[config.mk]
export PLATFORM = sky130hd
export DESIGN_NAME = dispatch_ctrl
export DESIGN_NICKNAME = d
export VERILOG_FILES = /design/src/rvv_uop_pkg.sv /design/src/rvv_res_pkg.sv /design/src/dispatch_ctrl.sv
export SDC_FILE = /design/constraint.sdc
export NUM_CORES = 1
export LEC_CHECK = 0
export BUFFER_PORTS_ARGS = -buffer_cell sky130_fd_sc_hd__buf_4
export CORE_MARGIN = 2
export CORE_UTILIZATION = 29
export DETAILED_ROUTE_END_ITERATION = 6
export GPL_ROUTABILITY_DRIVEN = 1
export PLACE_DENSITY = 0.91
export SLEW_MARGIN = 10
export SYNTH_ARGS = -nofsm -noshare
export SYNTH_HDL_FRONTEND = slang
export SYNTH_SLANG_ARGS = --single-unit
export TNS_END_PERCENT = 100
[constraint.sdc]
create_clock -name vclk -period 2.6
set_clock_uncertainty 0.05 [all_clocks]
set_input_delay 0.26 -clock vclk [all_inputs]
set_output_delay 0.26 -clock vclk [all_outputs]
set_load 0.02 [all_outputs]
[src/rvv_uop_pkg.sv]
/*
 Micro-op constants shared by the dispatch blocks.
 The slot count is fixed at two and the logic assumes it.
*/
`default_nettype none

package rvv_uop_pkg;

    // Uops looked at per cycle
    localparam int NUM_DP_UOP = 2;

    // Vector register index width
    localparam int REG_IDX_W = 5;

    // Vector sources per uop (vs1, vs2, vs3), vs3 is read at vd
    localparam int NUM_SRC = 3;

    // Execution unit codes
    localparam logic EXE_ALU = 1'b0;
    localparam logic EXE_MUL = 1'b1;

endpackage

`default_nettype wire

[src/rvv_res_pkg.sv]
/*
 Back-end resource constants.
 ROB depth must stay a power of two.
*/
`default_nettype none

package rvv_res_pkg;

    // VRF read ports available to dispatch
    localparam int NUM_VRF_RD = 4;

    // Defaults for the top level
    localparam int DEF_ROB_DEPTH = 8;
    localparam int DEF_VLEN = 128;

    // ROB write target, held in rob_xrf
    localparam logic W_VRF = 1'b0;
    localparam logic W_XRF = 1'b1;

endpackage

`default_nettype wire

[src/dispatch_ctrl.sv]
/*
 In-order issue control for the two dispatch slots.
 Slot 1 never issues without slot 0, and takes the next ROB address.
*/
`default_nettype none

module dispatch_ctrl #(
    parameter int ROB_DEPTH = rvv_res_pkg::DEF_ROB_DEPTH,
    localparam int NS = rvv_uop_pkg::NUM_DP_UOP,
    localparam int RW = rvv_uop_pkg::REG_IDX_W,
    localparam int ROB_AW = $clog2(ROB_DEPTH)
) (
    input  logic                      clk,
    input  logic                      rst_n,
    input  logic [NS-1:0]             uop_valid,
    input  logic [NS-1:0]             uop_exe,
    input  logic [NS-1:0][RW-1:0]     vd_index,
    input  logic [NS-1:0]             vd_valid,
    input  logic [NS-1:0][RW-1:0]     vs1_index,
    input  logic [NS-1:0]             vs1_valid,
    input  logic [NS-1:0][RW-1:0]     vs2_index,
    input  logic [NS-1:0]             vs2_valid,
    input  logic [NS-1:0]             vs3_valid,
    input  logic [NS-1:0]             raw_rob,
    input  logic                      strct_hazard,
    input  logic [ROB_AW-1:0]         rob_tail,
    input  logic [NS-1:0]             alu_ready,
    input  logic [NS-1:0]             mul_ready,
    input  logic [NS-1:0]             rob_ready,
    output logic [NS-1:0]             uop_ready,
    output logic [NS-1:0]             rob_push,
    output logic [NS-1:0][RW-1:0]     rob_push_vd,
    output logic [NS-1:0]             alu_valid,
    output logic [NS-1:0]             mul_valid,
    output logic [NS-1:0][ROB_AW-1:0] rs_rob_addr
);

    logic [NS-1:0] rs_ready;
    logic [NS-1:0] is_mul;
    logic          raw_uop;
    logic [NS-1:0] issue;

    for (genvar s = 0; s < NS; s++) begin : g_rs_sel
        assign is_mul[s] = uop_exe[s] == rvv_uop_pkg::EXE_MUL;
        assign rs_ready[s] = is_mul[s] ? mul_ready[s] : alu_ready[s];
    end

    // Slot 1 reading slot 0's destination
    assign raw_uop = vd_valid[0] &&
                     ((vs1_valid[1] && vs1_index[1] == vd_index[0]) ||
                      (vs2_valid[1] && vs2_index[1] == vd_index[0]) ||
                      (vs3_valid[1] && vd_index[1] == vd_index[0]));

    assign issue[0] = uop_valid[0] && !raw_rob[0] && rs_ready[0] && rob_ready[0];
    assign issue[1] = issue[0] && uop_valid[1] && !raw_rob[1] && !raw_uop &&
                      !strct_hazard && rs_ready[1] && rob_ready[1];

    for (genvar s = 0; s < NS; s++) begin : g_out
        assign uop_ready[s] = issue[s];
        assign rob_push[s] = issue[s];
        assign rob_push_vd[s] = vd_index[s];
        assign alu_valid[s] = issue[s] && !is_mul[s];
        assign mul_valid[s] = issue[s] && is_mul[s];
        // Wraps naturally at the power-of-two depth
        assign rs_rob_addr[s] = rob_tail + ROB_AW'(s);

        a_one_station: assert property (@(posedge clk) disable iff (!rst_n)
            !(alu_valid[s] && mul_valid[s]));
        a_push_on_issue: assert property (@(posedge clk) disable iff (!rst_n)
            uop_ready[s] |-> rob_push[s]);
    end

    a_in_order: assert property (@(posedge clk) disable iff (!rst_n)
        uop_ready[1] |-> uop_ready[0]);

endmodule

`default_nettype wire

==> impl_metrics.json <==
{
  "synth_common_cells": "buf_4, xor2_1, nor2_1, xnor2_1, nor4_2",
  "critPathKind": "in -> out",
  "synthSimpleGateAreaFrac": 0.255,
  "synth_area_leader_cell": "xor2_1",
  "post-route-min-period_ns": 1.85,
  "cts_setup_buffers": 0,
  "die_y_um": 41.4,
  "antenna_left": 0,
  "tns_ns": 0,
  "critPathMaxFanout": 4,
  "fmax_ghz": 0.540,
  "post-dp-hpwl_mm": 1.16,
  "ys_seq_area_frac": 0,
  "p_per_area_nw_per_um2": 166,
  "maxCapViolCount": 0,
  "worst_ep_arrival_time_ns": 1.54,
  "grt_pass1_vias": 491,
  "synth_top_family_by_area": "XOR/XNOR gates",
  "hold_path_class": "in -> out",
  "endpoint_kind": "output pin",
  "cp_slowest_cell": "nor4_2",
  "status": "finished clean",
  "flops_and_latches": 0,
  "cp_cell_sequence": "buf_4 > xor2_1 > nor4_2 > nand3_1 > a41o_1 > and2_1 > buf_4",
  "syn_inst": 52,
  "setup_violations": 0,
  "clkbuf_count": 0,
  "grt_max_degree": 5,
  "start_kind": "input pin",
  "critical_path.max_stage_delay_ns": 0.29,
  "start_util": 0.313,
  "portBuffers": 64,
  "nets": 160,
  "synthTopCellsByArea": "xor2_1, buf_4, xnor2_1",
  "relSlewSlack": 0.793,
  "syn_avg_cell_area_um2": 7.82,
  "drv_slew": 0,
  "rsz0062_at_grt": "false",
  "area_delta_synth_final_pct": 95.1,
  "worst_pin_slew_ns": 0.311,
  "cp.required_ns": 2.29,
  "synth_area_um2": 407,
  "drc_errors": 0,
  "vias_per_cell": 4.31,
  "synth_top_cell_area_share": 0.280,
  "seqCellArea_um2": 0,
  "yosys.cell_count.top_type": "buf_4",
  "final_layout_size_suffix_gt1_frac": 0.653,
  "row_count": 13,
  "wl_per_cell_um": 10.7,
  "wl_mm": 1.24,
  "synth-adder-area-share": 0.0308,
  "antenna_found_initial": 0,
  "overflow": 0,
  "grt_pass1_wl_mm": 2.01,
  "cts_resized": 0,
  "vdd_drop_max_mv": 0.0739,
  "synthXorXnorAreaFrac": 0.345,
  "io_pins": 80,
  "post-place-ws_ns": 0.746,
  "fin_crit_sh": 0.712,
  "holdBufCountCts": 0,
  "dr.pass1.iters": 2,
  "grt_usage": 0.138,
  "cpMostUsedCell": "buf_4",
  "syn-num-nets": 109,
  "core_area_um2": 1300,
  "gp_congestion": 0.689,
  "finalHoldViolCount": 0,
  "chipWidth_um": 41.4,
  "drt_iter0_markers": 5,
  "antenna_cells_inserted": 0,
  "die_area_um2": 1720,
  "yosys_warnings": 0,
  "p_leak_nw": 0.436,
  "timing.final.ws_setup_ns": 0.749,
  "muxShareOfSynthArea": 0.0246,
  "synth_compound_area_frac": 0.0585,
  "num_vias": 500,
  "synthDistinctLibCells": 21
}
## layout by cell type (no fill, tap or decap), types with 2 or more instances in the layout
cell type   n
nor4_2      2
xor2_1     13
buf_4      64
nor2_1      3
xnor2_1     3
## worst paths after layout
| path | slack (ns) | end | cells after the start | from |
|---|---|---|---|---|
| min | 0.68 | rob_push_vd[8] | 2 | vd_index[8] |
| max | 0.75 | mul_valid[1] | 7 | vd_index[3] |
## metal layers
layer,GRT usage,share of wire,vias up
met5,0,0,-
met2,0.291,0.58,33
met1,0.143,0.31,206
met3,0.0304,0.11,0
met4,0,0,0
li1,-,-,261
## per-stage QoR
| stage | instances | power, mW | instance area, um^2 | hold WS (ns) | util |
|---|---|---|---|---|---|
| finish | 116 | 0.132 | 793 | 0.685 | 0.610 |
| detailed placement | 116 | 0.133 | 793 | 0.686 | 0.610 |
| floorplan | 52 | 0.0664 | 407 | 0.547 | - |
| global route | 116 | 0.143 | 793 | 0.691 | 0.610 |
| global placement | 116 | 0.131 | 793 | 0.680 | 0.610 |
| CTS | 116 | 0.134 | 793 | 0.686 | 0.610 |
## cells by family (layout without fill, tap and decap cells)
group                      Yosys count  count (layout)
buffers and inverters               16              65
adders and majority gates            1               1
xor gates and xnor gates            16              16
muxes                                1               1
and+or+nand+nor                     15              15
AOI/OAI and AO/OA                    3               3
## report_power, final
| part | leakage [nW] | internal (mW) | switching, mW |
|---|---|---|---|
| clock network | 0 | 0 | 0 |
| logic | 0.436 | 0.0747 | 0.0573 |
| registers | 0 | 0 | 0 |
## cell type report
| type | instances | area [um^2] |
|---|---|---|
| inverter | 1 | 3.75 |
| fill | 131 | 508 |
| tap | 15 | 18.8 |
| timing repair buffer | 64 | 480 |
| multi-input combinational | 36 | 290 |
## worst max-delay path: cells and delay by family
family,cells,cell delay [ns]
AND/OR/NAND/NOR,3,0.56
AO/OA/AOI/OAI,1,0.28
XOR/XNOR,1,0.16
buffers and inverters,2,0.28
Power figures use the tool's default switching activity.
