--- config.mk ---
export PLATFORM = sky130hd
export DESIGN_NAME = dispatch_vrf_read
export DESIGN_NICKNAME = d
export VERILOG_FILES = /design/src/rvv_uop_pkg.sv /design/src/rvv_res_pkg.sv /design/src/dispatch_vrf_read.sv
export SDC_FILE = /design/constraint.sdc
export NUM_CORES = 1
export LEC_CHECK = 0
export BUFFER_PORTS_ARGS = -buffer_cell sky130_fd_sc_hd__buf_2
export CORE_AREA = 5 5 517 519
export DETAILED_ROUTE_END_ITERATION = 8
export DIE_AREA = 0 0 522 524
export PLACE_DENSITY_LB_ADDON = 0.05
export SLEW_MARGIN = 10
export SYNTH_ARGS = -nofsm -noshare
export SYNTH_HDL_FRONTEND = slang
export SYNTH_SLANG_ARGS = --single-unit
--- constraint.sdc ---
create_clock -name vclk -period 7.6
set_input_delay 1.14 -clock vclk [all_inputs]
set_output_delay 1.14 -clock vclk [all_outputs]
set_load 0.02 [all_outputs]
--- src/rvv_uop_pkg.sv ---
/*
 Micro-op constants shared by the dispatch blocks.
 The slot count is fixed at two and the logic assumes it.
*/
`default_nettype none

package rvv_uop_pkg;

    // Uops looked at per cycle
    localparam int NUM_DP_UOP = 2;

    // Vector register index width
    localparam int REG_IDX_W = 5;

    // Vector sources per uop (vs1, vs2, vs3), vs3 is read at vd
    localparam int NUM_SRC = 3;

    // Execution unit codes
    localparam logic EXE_ALU = 1'b0;
    localparam logic EXE_MUL = 1'b1;

endpackage

`default_nettype wire

--- src/rvv_res_pkg.sv ---
/*
 Back-end resource constants.
 ROB depth must stay a power of two.
*/
`default_nettype none

package rvv_res_pkg;

    // VRF read ports available to dispatch
    localparam int NUM_VRF_RD = 4;

    // Defaults for the top level
    localparam int DEF_ROB_DEPTH = 8;
    localparam int DEF_VLEN = 128;

    // ROB write target, held in rob_xrf
    localparam logic W_VRF = 1'b0;
    localparam logic W_XRF = 1'b1;

endpackage

`default_nettype wire

--- src/dispatch_vrf_read.sv ---
/*
 VRF read port packing for both slots.
 Slot 1 gets ports only when the total source count fits the port budget.
*/
`default_nettype none

module dispatch_vrf_read #(
    parameter int VLEN = rvv_res_pkg::DEF_VLEN,
    localparam int NS = rvv_uop_pkg::NUM_DP_UOP,
    localparam int RW = rvv_uop_pkg::REG_IDX_W,
    localparam int NSRC = rvv_uop_pkg::NUM_SRC,
    localparam int NRD = rvv_res_pkg::NUM_VRF_RD,
    localparam int PW = $clog2(NRD),
    localparam int CW = $clog2(NS * NSRC + 1),
    localparam int OW = $clog2(NS * NSRC)
) (
    input  logic                            clk,
    input  logic                            rst_n,
    input  logic [NS-1:0][RW-1:0]           vs1_index,
    input  logic [NS-1:0]                   vs1_valid,
    input  logic [NS-1:0][RW-1:0]           vs2_index,
    input  logic [NS-1:0]                   vs2_valid,
    input  logic [NS-1:0][RW-1:0]           vd_index,
    input  logic [NS-1:0]                   vs3_valid,
    input  logic [NRD-1:0][VLEN-1:0]        vrf_rd_data,
    output logic [NRD-1:0][RW-1:0]          vrf_rd_index,
    output logic                            strct_hazard,
    output logic [NS-1:0][NSRC-1:0][VLEN-1:0] src_vrf_data
);

    logic [NS-1:0][NSRC-1:0][RW-1:0] src_index;
    logic [NS-1:0][NSRC-1:0]         src_valid;
    logic [NS-1:0][NSRC-1:0][PW-1:0] src_port;
    logic [NS-1:0][NSRC-1:0]         src_hit;
    logic [NRD-1:0]                  port_used;
    logic [NRD-1:0][OW-1:0]          port_owner;
    logic [CW-1:0]                   src_total;

    for (genvar s = 0; s < NS; s++) begin : g_src
        assign src_index[s] = {vd_index[s], vs2_index[s], vs1_index[s]};
        assign src_valid[s] = {vs3_valid[s], vs2_valid[s], vs1_valid[s]};
    end

    always_comb begin
        src_total = '0;
        for (int s = 0; s < NS; s++) begin
            for (int k = 0; k < NSRC; k++) begin
                src_total = src_total + CW'(src_valid[s][k]);
            end
        end
    end

    assign strct_hazard = src_total > CW'(NRD);

    // Hand out ports in slot order, vs1 then vs2 then vs3
    always_comb begin
        int p;
        p = 0;
        vrf_rd_index = '0;
        port_used = '0;
        port_owner = '0;
        src_port = '0;
        src_hit = '0;
        for (int s = 0; s < NS; s++) begin
            for (int k = 0; k < NSRC; k++) begin
                if (src_valid[s][k] && (s == 0 || !strct_hazard) && p < NRD) begin
                    vrf_rd_index[p] = src_index[s][k];
                    port_used[p] = 1'b1;
                    port_owner[p] = OW'(s * NSRC + k);
                    src_port[s][k] = PW'(p);
                    src_hit[s][k] = 1'b1;
                    p = p + 1;
                end
            end
        end
    end

    // Return path, unread sources see zero
    for (genvar s = 0; s < NS; s++) begin : g_ret
        for (genvar k = 0; k < NSRC; k++) begin : g_src_ret
            assign src_vrf_data[s][k] = src_hit[s][k] ? vrf_rd_data[src_port[s][k]] : '0;
        end
    end

    for (genvar a = 0; a < NRD; a++) begin : g_own_a
        for (genvar b = a + 1; b < NRD; b++) begin : g_own_b
            a_port_owner: assert property (@(posedge clk) disable iff (!rst_n)
                port_used[a] && port_used[b] |-> port_owner[a] != port_owner[b]);
        end
    end

endmodule

`default_nettype wire

==> flow_results.org, run 1 <==
** Pwr
- The share of total power dissipated in sequential elements is 0%.
- Summed over all nets, the switching power comes to 3.61 mW.
- Of the total power, the share spent switching nets is 63.5%.
- Combinational logic burns 100.0% of the power.
- Dividing total power by cell area gives a power density of 180 nW/um^2.
- In this run the static leakage power is 14.0 nW.
- Maximum vdd ir drop :: 0.140 mV
- Cell Int Power :: 2.08 mW
- The clock network is responsible for 0% of the overall power.

** Synth
- Sequential elements use 0% of the synthesized area.
- When the netlist entered floorplanning its net count stood at 2815.
- Of the post-synthesis cell area, the dominant cell type holds 28.7%.
- By area the synthesized netlist is led by sky130_fd_sc_hd__mux4_2, sky130_fd_sc_hd__mux2i_1, sky130_fd_sc_hd__and2_1.
- Area leader, netlist :: sky130_fd_sc_hd__mux4_2
- Average cell area after synthesis :: 8.94 sq um
- Cell count after synthesis :: 2247
- Unique masters post-synth :: 41
- In this run the cell area of the synthesized design comes to 20100 sq um.
- The Yosys step of the flow raised 0 warnings.

** Worst setup path
- Worst setup path class :: input pin to output pin
- WP data required :: 6460 ps
- Arrival time of data at the critical path endpoint :: 6200 ps
- Crit path launch type :: input pin
- STA classifies the critical path endpoint as an output pin.
- Largest fanout of any net on the critical path :: 18

** STA
- Static timing analysis puts the maximum clock frequency at 136 MHz.
- The count of endpoints failing hold in the final timing report came to 0.
- Setup slack closes at 264 ps.
- Transition time at the pin with the least slew margin :: 1230 ps
- Post-route fraction of the period consumed by the critical path :: 96.5%
- Summed over all failing endpoints, the final setup total negative slack is 0 ps.
- Final setup violating endpoints :: 0
- The final number of max-transition violations is 0.
- Setup repair after global routing left no endpoint under its margin.
- Worst slew slack as a fraction of its limit :: 17.7%
- The routed design could run at a clock period as short as 7340 ps.

** Die
- In this run the count of I/O pins placed on the die edge is 1339.
- Number of cell rows :: 188
- Die H :: 524 um
- Die area :: 274000 sq um
- The initial utilization of the core area, before any placement, comes to 7.68%.
- The die is 522 um wide.
- The core region is 262000 sq um.

** Layout
- Area used by sequential logic in the layout :: 0 sq um
- Final design instance area without fill :: 31500 sq um
- The area growth from synthesis to layout is 56.9%.
- In the layout the commonest cells are sky130_fd_sc_hd__buf_2, sky130_fd_sc_hd__mux2i_1, sky130_fd_sc_hd__and2_1.
- Final net count :: 4001
- Seq Cell Count :: 0
- Counting the fill cells in the layout gives 30600.
- Layout cells sized above 1 :: 54.3%
- The library cell used most frequently in the layout, excluding fill and tap cells, is sky130_fd_sc_hd__buf_2.
- Clock buffer cells :: 0
- Post-route insts no fill :: 6983

** Global routing
- Overall Global Routing Usage :: 16.0%
- Vias in the first global route :: 26600
- The first global-routing pass estimated 298000 um of wire.
- Number of antenna violations at the first check in global routing :: 186
- Largest net degree at the start of global routing :: 111
- GRT overflow :: 0

** Placed design
- DP Wirelength :: 188000 um
- Final GP Congestion :: 0.810
- Worst slack at placement :: 191 ps
- The placed instances occupy a cell area of 31400 sq um.
- Inst Count DP :: 6946
- Port Buffers :: 1337

** Detailed routing
- In this run the remaining antenna-violating nets after routing total 0.
- Vias per inst :: 3.79
- Total wire length :: 233000 um
- Iteration-0 DRC count of the detailed router :: 1693
- The pre-antenna-repair detailed-routing pass consisted of 5 iterations.
- For this run, design rule violations remaining after detail routing come to 0.
- Via count :: 26400
- Average routed wire per standard cell :: 33.4 um

** Min path
- Kind of path behind the tightest hold check :: input pin to output pin
- The worst hold path was traced through 3 stages.

** Run status
- Run status :: completed

** Clock tree
- Total of cells resized after clock tree synthesis :: 0
- Hold_buf cts :: 0
- Number of setup buffers added after CTS :: 0

** Job
- The tool flagged a number of max-cap violations equal to 0.
path summary, 6_finish.rpt:
check | from | to | slack [ps]
setup / recovery | vs1_valid[1] | src_vrf_data[690] | 260
hold / removal | vd_index[7] | vrf_rd_index[2] | 2680
stage by stage:
| step | power [mW] | util [%] | hold slack, ps |
|---|---|---|---|
| final | 5.69 | 12.1 | 2680 |
| after global routing | 6.03 | 12.0 | 2710 |
| after CTS | 5.86 | 12.0 | 2690 |
| after detailed placement | 5.85 | 12.0 | 2690 |
| after global placement | 5.88 | 12.0 | 2690 |
| after floorplan | 3.20 | - | 2440 |
power by group through the flow:
stage	logic, mW	clock network [mW]	registers, mW
final	5.69	0.000000261	0
after detailed placement	5.85	0	0
after global routing	6.03	0.0000000711	0
after CTS	5.86	0	0
after floorplan	3.20	0	0
after global placement	5.88	0	0
cells by family after synthesis:
family                   synth area share [%]
adder cells (fa/ha/maj)                  1.23
multiplexers                             62.7
buffers and inverters                    6.08
AND/OR/NAND/NOR                          19.8
AO/OA/AOI/OAI                            10.1
XOR/XNOR                               0.0436
cells in the mapped netlist (2+ instances only):
master / instances
sky130_fd_sc_hd__or3_1: 28
sky130_fd_sc_hd__a31oi_1: 10
sky130_fd_sc_hd__nand4_1: 6
sky130_fd_sc_hd__ha_1: 15
sky130_fd_sc_hd__clkbuf_1: 166
sky130_fd_sc_hd__inv_2: 2
sky130_fd_sc_hd__o22ai_1: 128
sky130_fd_sc_hd__mux4_2: 256
sky130_fd_sc_hd__or4_1: 2
sky130_fd_sc_hd__nor3_2: 2
sky130_fd_sc_hd__mux2i_1: 539
sky130_fd_sc_hd__inv_1: 14
sky130_fd_sc_hd__a222oi_1: 5
sky130_fd_sc_hd__o211ai_1: 10
sky130_fd_sc_hd__nand2b_1: 3
sky130_fd_sc_hd__mux2_4: 5
sky130_fd_sc_hd__mux2_2: 121
sky130_fd_sc_hd__nand3_1: 118
sky130_fd_sc_hd__a32o_1: 5
sky130_fd_sc_hd__buf_1: 16
sky130_fd_sc_hd__nor2_1: 143
sky130_fd_sc_hd__buf_2: 89
sky130_fd_sc_hd__and2_1: 388
sky130_fd_sc_hd__fa_1: 3
sky130_fd_sc_hd__buf_4: 3
sky130_fd_sc_hd__nand2_1: 24
sky130_fd_sc_hd__o21ai_0: 27
sky130_fd_sc_hd__o31ai_1: 106
layer usage:
layer / vias to the layer above / share of wire (%) / track usage [%]
met4: 116 / 1.0 / 0.919
met3: 238 / 8.7 / 5.34
met1: 13700 / 41 / 19.8
li1: 11100 / - / -
met2: 1258 / 49 / 28.1
met5: - / 0.32 / 0
critical path: stages:
cell	delay (ps)
sky130_fd_sc_hd__buf_2	160
sky130_fd_sc_hd__fa_1	520
sky130_fd_sc_hd__inv_1	50
sky130_fd_sc_hd__fa_1	470
sky130_fd_sc_hd__inv_1	40
sky130_fd_sc_hd__ha_1	190
sky130_fd_sc_hd__fa_1	520
sky130_fd_sc_hd__o21ai_4	170
sky130_fd_sc_hd__inv_2	130
sky130_fd_sc_hd__o311ai_4	350
sky130_fd_sc_hd__nand2_4	140
sky130_fd_sc_hd__ha_1	320
sky130_fd_sc_hd__nand2b_1	170
sky130_fd_sc_hd__nor4_4	200
sky130_fd_sc_hd__a31oi_4	70
sky130_fd_sc_hd__buf_12	170
sky130_fd_sc_hd__and2_4	220
sky130_fd_sc_hd__buf_12	180
sky130_fd_sc_hd__buf_4	220
sky130_fd_sc_hd__o31ai_1	390
sky130_fd_sc_hd__buf_2	280
cell type report:
type,instances,area (sq um),share of cell area [%]
multi-input combinational,1956,19000,60.1
tap,3515,4400,13.9
inverter,16,65.1,0.206
timing repair buffer,1459,8010,25.4
antenna,37,92.6,0.294
Note: power is estimated with default switching activity, not from simulation.
==> inputs of run 2 (changes only) <==
Settings changed: ABC_AREA set to 1, CELL_PAD_IN_SITES_DETAIL_PLACEMENT set to 1, CELL_PAD_IN_SITES_GLOBAL_PLACEMENT set to 1, CORE_AREA 5 5 517 519 to 5 5 519 521, DIE_AREA 0 0 522 524 to 0 0 524 526.
==> run 2 against run 1 <==
Effect of this change: utilization grew 0.42 points; cell count grew 32%; worst hold slack lost 34 ps; count of clock-buffer cells in the layout is the same; combinational power grew 6.5%; area after synthesis grew 8.4%; non-clock buffer count grew 36.
==> flow_results.org, run 2 <==
** Worst setup path
- Dominant cell type by count on the critical path :: sky130_fd_sc_hd__inv_1
- Longest individual stage delay on the worst path :: 530 ps (about the same)
- Traced cell by cell, the critical path runs through clkbuf_8 > fa_1 > inv_1 > fa_1 > inv_1 > ha_1 > fa_1 > o21ai_4 > nand3_4 > nor2_4 > inv_8 > nand2_1 > inv_1 > ha_1 > a21oi_4 > nand2_4 > buf_12 > a21oi_1 > nand2_1 > inv_1 > buf_2.
- STA classifies the critical path startpoint as an input pin.
- Crit path max-delay cell type :: sky130_fd_sc_hd__fa_1
- WP data required :: 6460 ps (about the same)
- Worst setup EP type :: output pin
- The maximum fanout count along the critical path was 43 (+25).
- Arrival time of data at the critical path endpoint :: 5950 ps (-250 ps)
- Worst setup path class :: input pin to output pin
- Setup crit start :: vs1_valid[0]
- In this run the worst setup path terminates at src_vrf_data[690].

** Global routing
- Global-route wire length before repair :: 376000 um (+26%)
- The leftover overflow at the end of global routing is 0 (unchanged).
- Vias in the first global route :: 37900 (+42%)
- Number of antenna violations at the first check in global routing :: 178 (-4.3%)
- The pin count of the biggest net entering global routing was 136 (+23%).
- The overall routing resource usage is 19.6% (+3.6 points).

** Clock tree
- The setup fix buffers added after clock tree synthesis was 0 (unchanged).
- The post-cts repair resize count was 0 (unchanged).
- The number of buffers added to fix hold violations after cts is 0 (unchanged).

** Layout
- Most common cell after layout, fill and taps aside :: sky130_fd_sc_hd__buf_2
- Most used cells in the layout excluding fill and tap cells :: sky130_fd_sc_hd__buf_2, sky130_fd_sc_hd__a21oi_1, sky130_fd_sc_hd__o21ai_0
- P&R area growth vs syn :: 51.3%
- The clock buffer count in the final layout came to 0 (unchanged).
- The number of nets at the end of the flow was 6189 (+55%).
- Area used by sequential logic in the layout :: 0 sq um (unchanged)
- The count of flip-flops and latches came to 0 (unchanged).
- Layout cells sized above 1 :: 27.3% (-27 points)

** Die
- The floorplan core area came to 264000 sq um (+0.98%).
- Die width :: 524 um (+0.38%)
- The die footprint came to 276000 sq um (+0.77%).
- The initial standard-cell utilization of the core came to 8.24% (+0.56 points).
- The overall die height is 526 um (+0.38%).
- The total I/O pin count came to 1339 (unchanged).
- Number of cell rows :: 189 (+0.53%)

** Placed design
- The number of port buffers was 1337 (unchanged).
- Worst slack at placement :: 371 ps (+180 ps)
- The detailed placement HPWL is 222000 um (+18%).
- The routability congestion estimate is 0.807 (-0.37%).

** Synth
- Cell area after technology mapping :: 21800 sq um (+8.4%)
- The share of synthesized area occupied by flip-flops and latches was 0% (unchanged).
- The synthesis warning total is 0 (unchanged).
- Post-Syn Nets :: 5165 (+83%)
- Fraction of synthesized cell area taken by the top area cell type :: 22.6% (-6.1 points)
- Cell with the most instances after synthesis :: sky130_fd_sc_hd__a21oi_1
- Cell count after synthesis :: 4597 (+100%)
- Area leader, netlist :: sky130_fd_sc_hd__a21oi_1
- Top cells by area, synth :: sky130_fd_sc_hd__a21oi_1, sky130_fd_sc_hd__o21ai_0, sky130_fd_sc_hd__nand2_1
- The per-instance average area after synthesis came to 4.74 sq um (-47%).
- Top cells by instance count after synthesis :: sky130_fd_sc_hd__a21oi_1, sky130_fd_sc_hd__o21ai_0, sky130_fd_sc_hd__nand2_1
- The number of unique standard cell types used by synthesis was 34 (-17%).

** STA
- Setup Total Neg Slack :: 0 ps (unchanged)
- The final critical-path required period is 7090 ps (-246 ps).
- Final setup violating endpoints :: 0 (unchanged)
- The pin slew with the least headroom to its limit is 1080 ps (-156 ps).
- The headroom to the max-slew limit is 28.1% (+10 points).
- The maximum clock frequency is 141 MHz (+3.5%).
- Count of pins over their slew limit :: 0 (unchanged)
- Post-route worst setup slack :: 510 ps (+246 ps)
- Setup repair after global routing left no endpoint under its margin.
- The portion of the clock cycle consumed by the worst path in the final layout is 93.3% (-3.2 points).
- The count of endpoints failing hold in the final timing report was 0 (unchanged).

** Pwr
- Proportion of power drawn by combinational gates :: 100.0% (about the same)
- Switching power :: 4.43 mW (+23%)
- The total power per unit cell area was 184 nW/um^2 (+1.9%).
- The static leakage power came to 17.4 nW (+24%).
- The share of total power in sequential cells is 0% (unchanged).
- The power share of the clock group is 0% (unchanged).
- Sw Share :: 73.0% (+9.6 points)
- The largest voltage drop on the vdd net is 0.0764 mV (-46%).
- The internal power of the cells is 1.63 mW (-21%).

** Min path
- Kind of path behind the tightest hold check :: input pin to output pin
- Min-delay src :: vrf_rd_data[38]

** Run status
- The run finished with clean final reports.

** Detailed routing
- The number of antenna-violating nets in the routed design came to 0 (unchanged).
- Total wire length :: 287000 um (+23%)
- The number of DRC violations after detailed routing was 0 (unchanged).
- Via count :: 37900 (+43%)
- The mean routed wirelength per cell was 31.2 um (-6.8%).
- The initial DRC count was 2342 (+38%).
- Vias per inst :: 4.12 (+8.9%)
- Drt first pass iters :: 5 (unchanged)

** Job
- The max-cap check violation count came to 0 (unchanged).
[run 2: power by group through the flow]
stage	Clock, mW	Combinational (mW)	Sequential, mW
6_report	0.000000310	6.06	0
5_1_grt	0.0000000889	6.55	0
4_1_cts	0	6.27	0
3_5_place_dp	0	6.26	0
3_3_place_gp	0	6.26	0
2_1_floorplan	0	3.16	0
[run 2: worst min path at each step]
stage	to	slack [ps]	cells after the start
floorplan	src_vrf_data[123]	2400	2
global placement	src_vrf_data[36]	2650	4
detailed placement	src_vrf_data[36]	2650	4
CTS	src_vrf_data[36]	2650	4
global route	src_vrf_data[20]	2670	4
finish	src_vrf_data[38]	2650	4
[run 2: critical path: cells and delay by family]
family,cells,cell delay [ps]
AND/OR/NAND/NOR,5,790
buffers and inverters,8,990
AO/OA/AOI/OAI,3,900
adder cells (fa/ha/maj),5,1960
[run 2: logic make-up (layout without fill, tap and decap cells)]
| kind of cell | Yosys count | count (layout) | synth area share, % |
|---|---|---|---|
| AO/OA/AOI/OAI | 1901 | 1901 | 45.2 |
| buffers and inverters | 1096 | 2118 | 20.0 |
| adder cells (fa/ha/maj) | 18 | 18 | 1.14 |
| AND/OR/NAND/NOR | 1506 | 1506 | 30.1 |
| other | 0 | 46 | 0 |
| multiplexers | 76 | 76 | 3.49 |
[run 2: layer usage]
layer / GRT usage [%] / share of wire, % / routed length [um]
met1: 24.3 / 42 / 122000
met4: 1.90 / 1.4 / 4140
met2: 34.8 / 49 / 139000
met3: 5.18 / 7.3 / 21000
met5: 0 / 0.25 / 717
[run 2: stage by stage]
step / instances / utilization [%] / total power [mW] / instance area [sq um] / hold slack, ps
finish: 9198 / 12.5 / 6.06 / 33000 / 2650
CTS: 9152 / 12.4 / 6.27 / 32800 / 2650
detailed placement: 9152 / 12.4 / 6.26 / 32800 / 2650
global placement: 9152 / 12.4 / 6.26 / 32800 / 2650
floorplan: 4597 / - / 3.16 / 21800 / 2400
global route: 9157 / 12.4 / 6.55 / 32900 / 2670
[run 2: cell type report]
cell class                 count  area (sq um)
tap                         3533          4420
inverter                     623          2380
antenna                       46           115
multi-input combinational   3501         17500
timing repair buffer        1495          8510
fill                       33400        231000
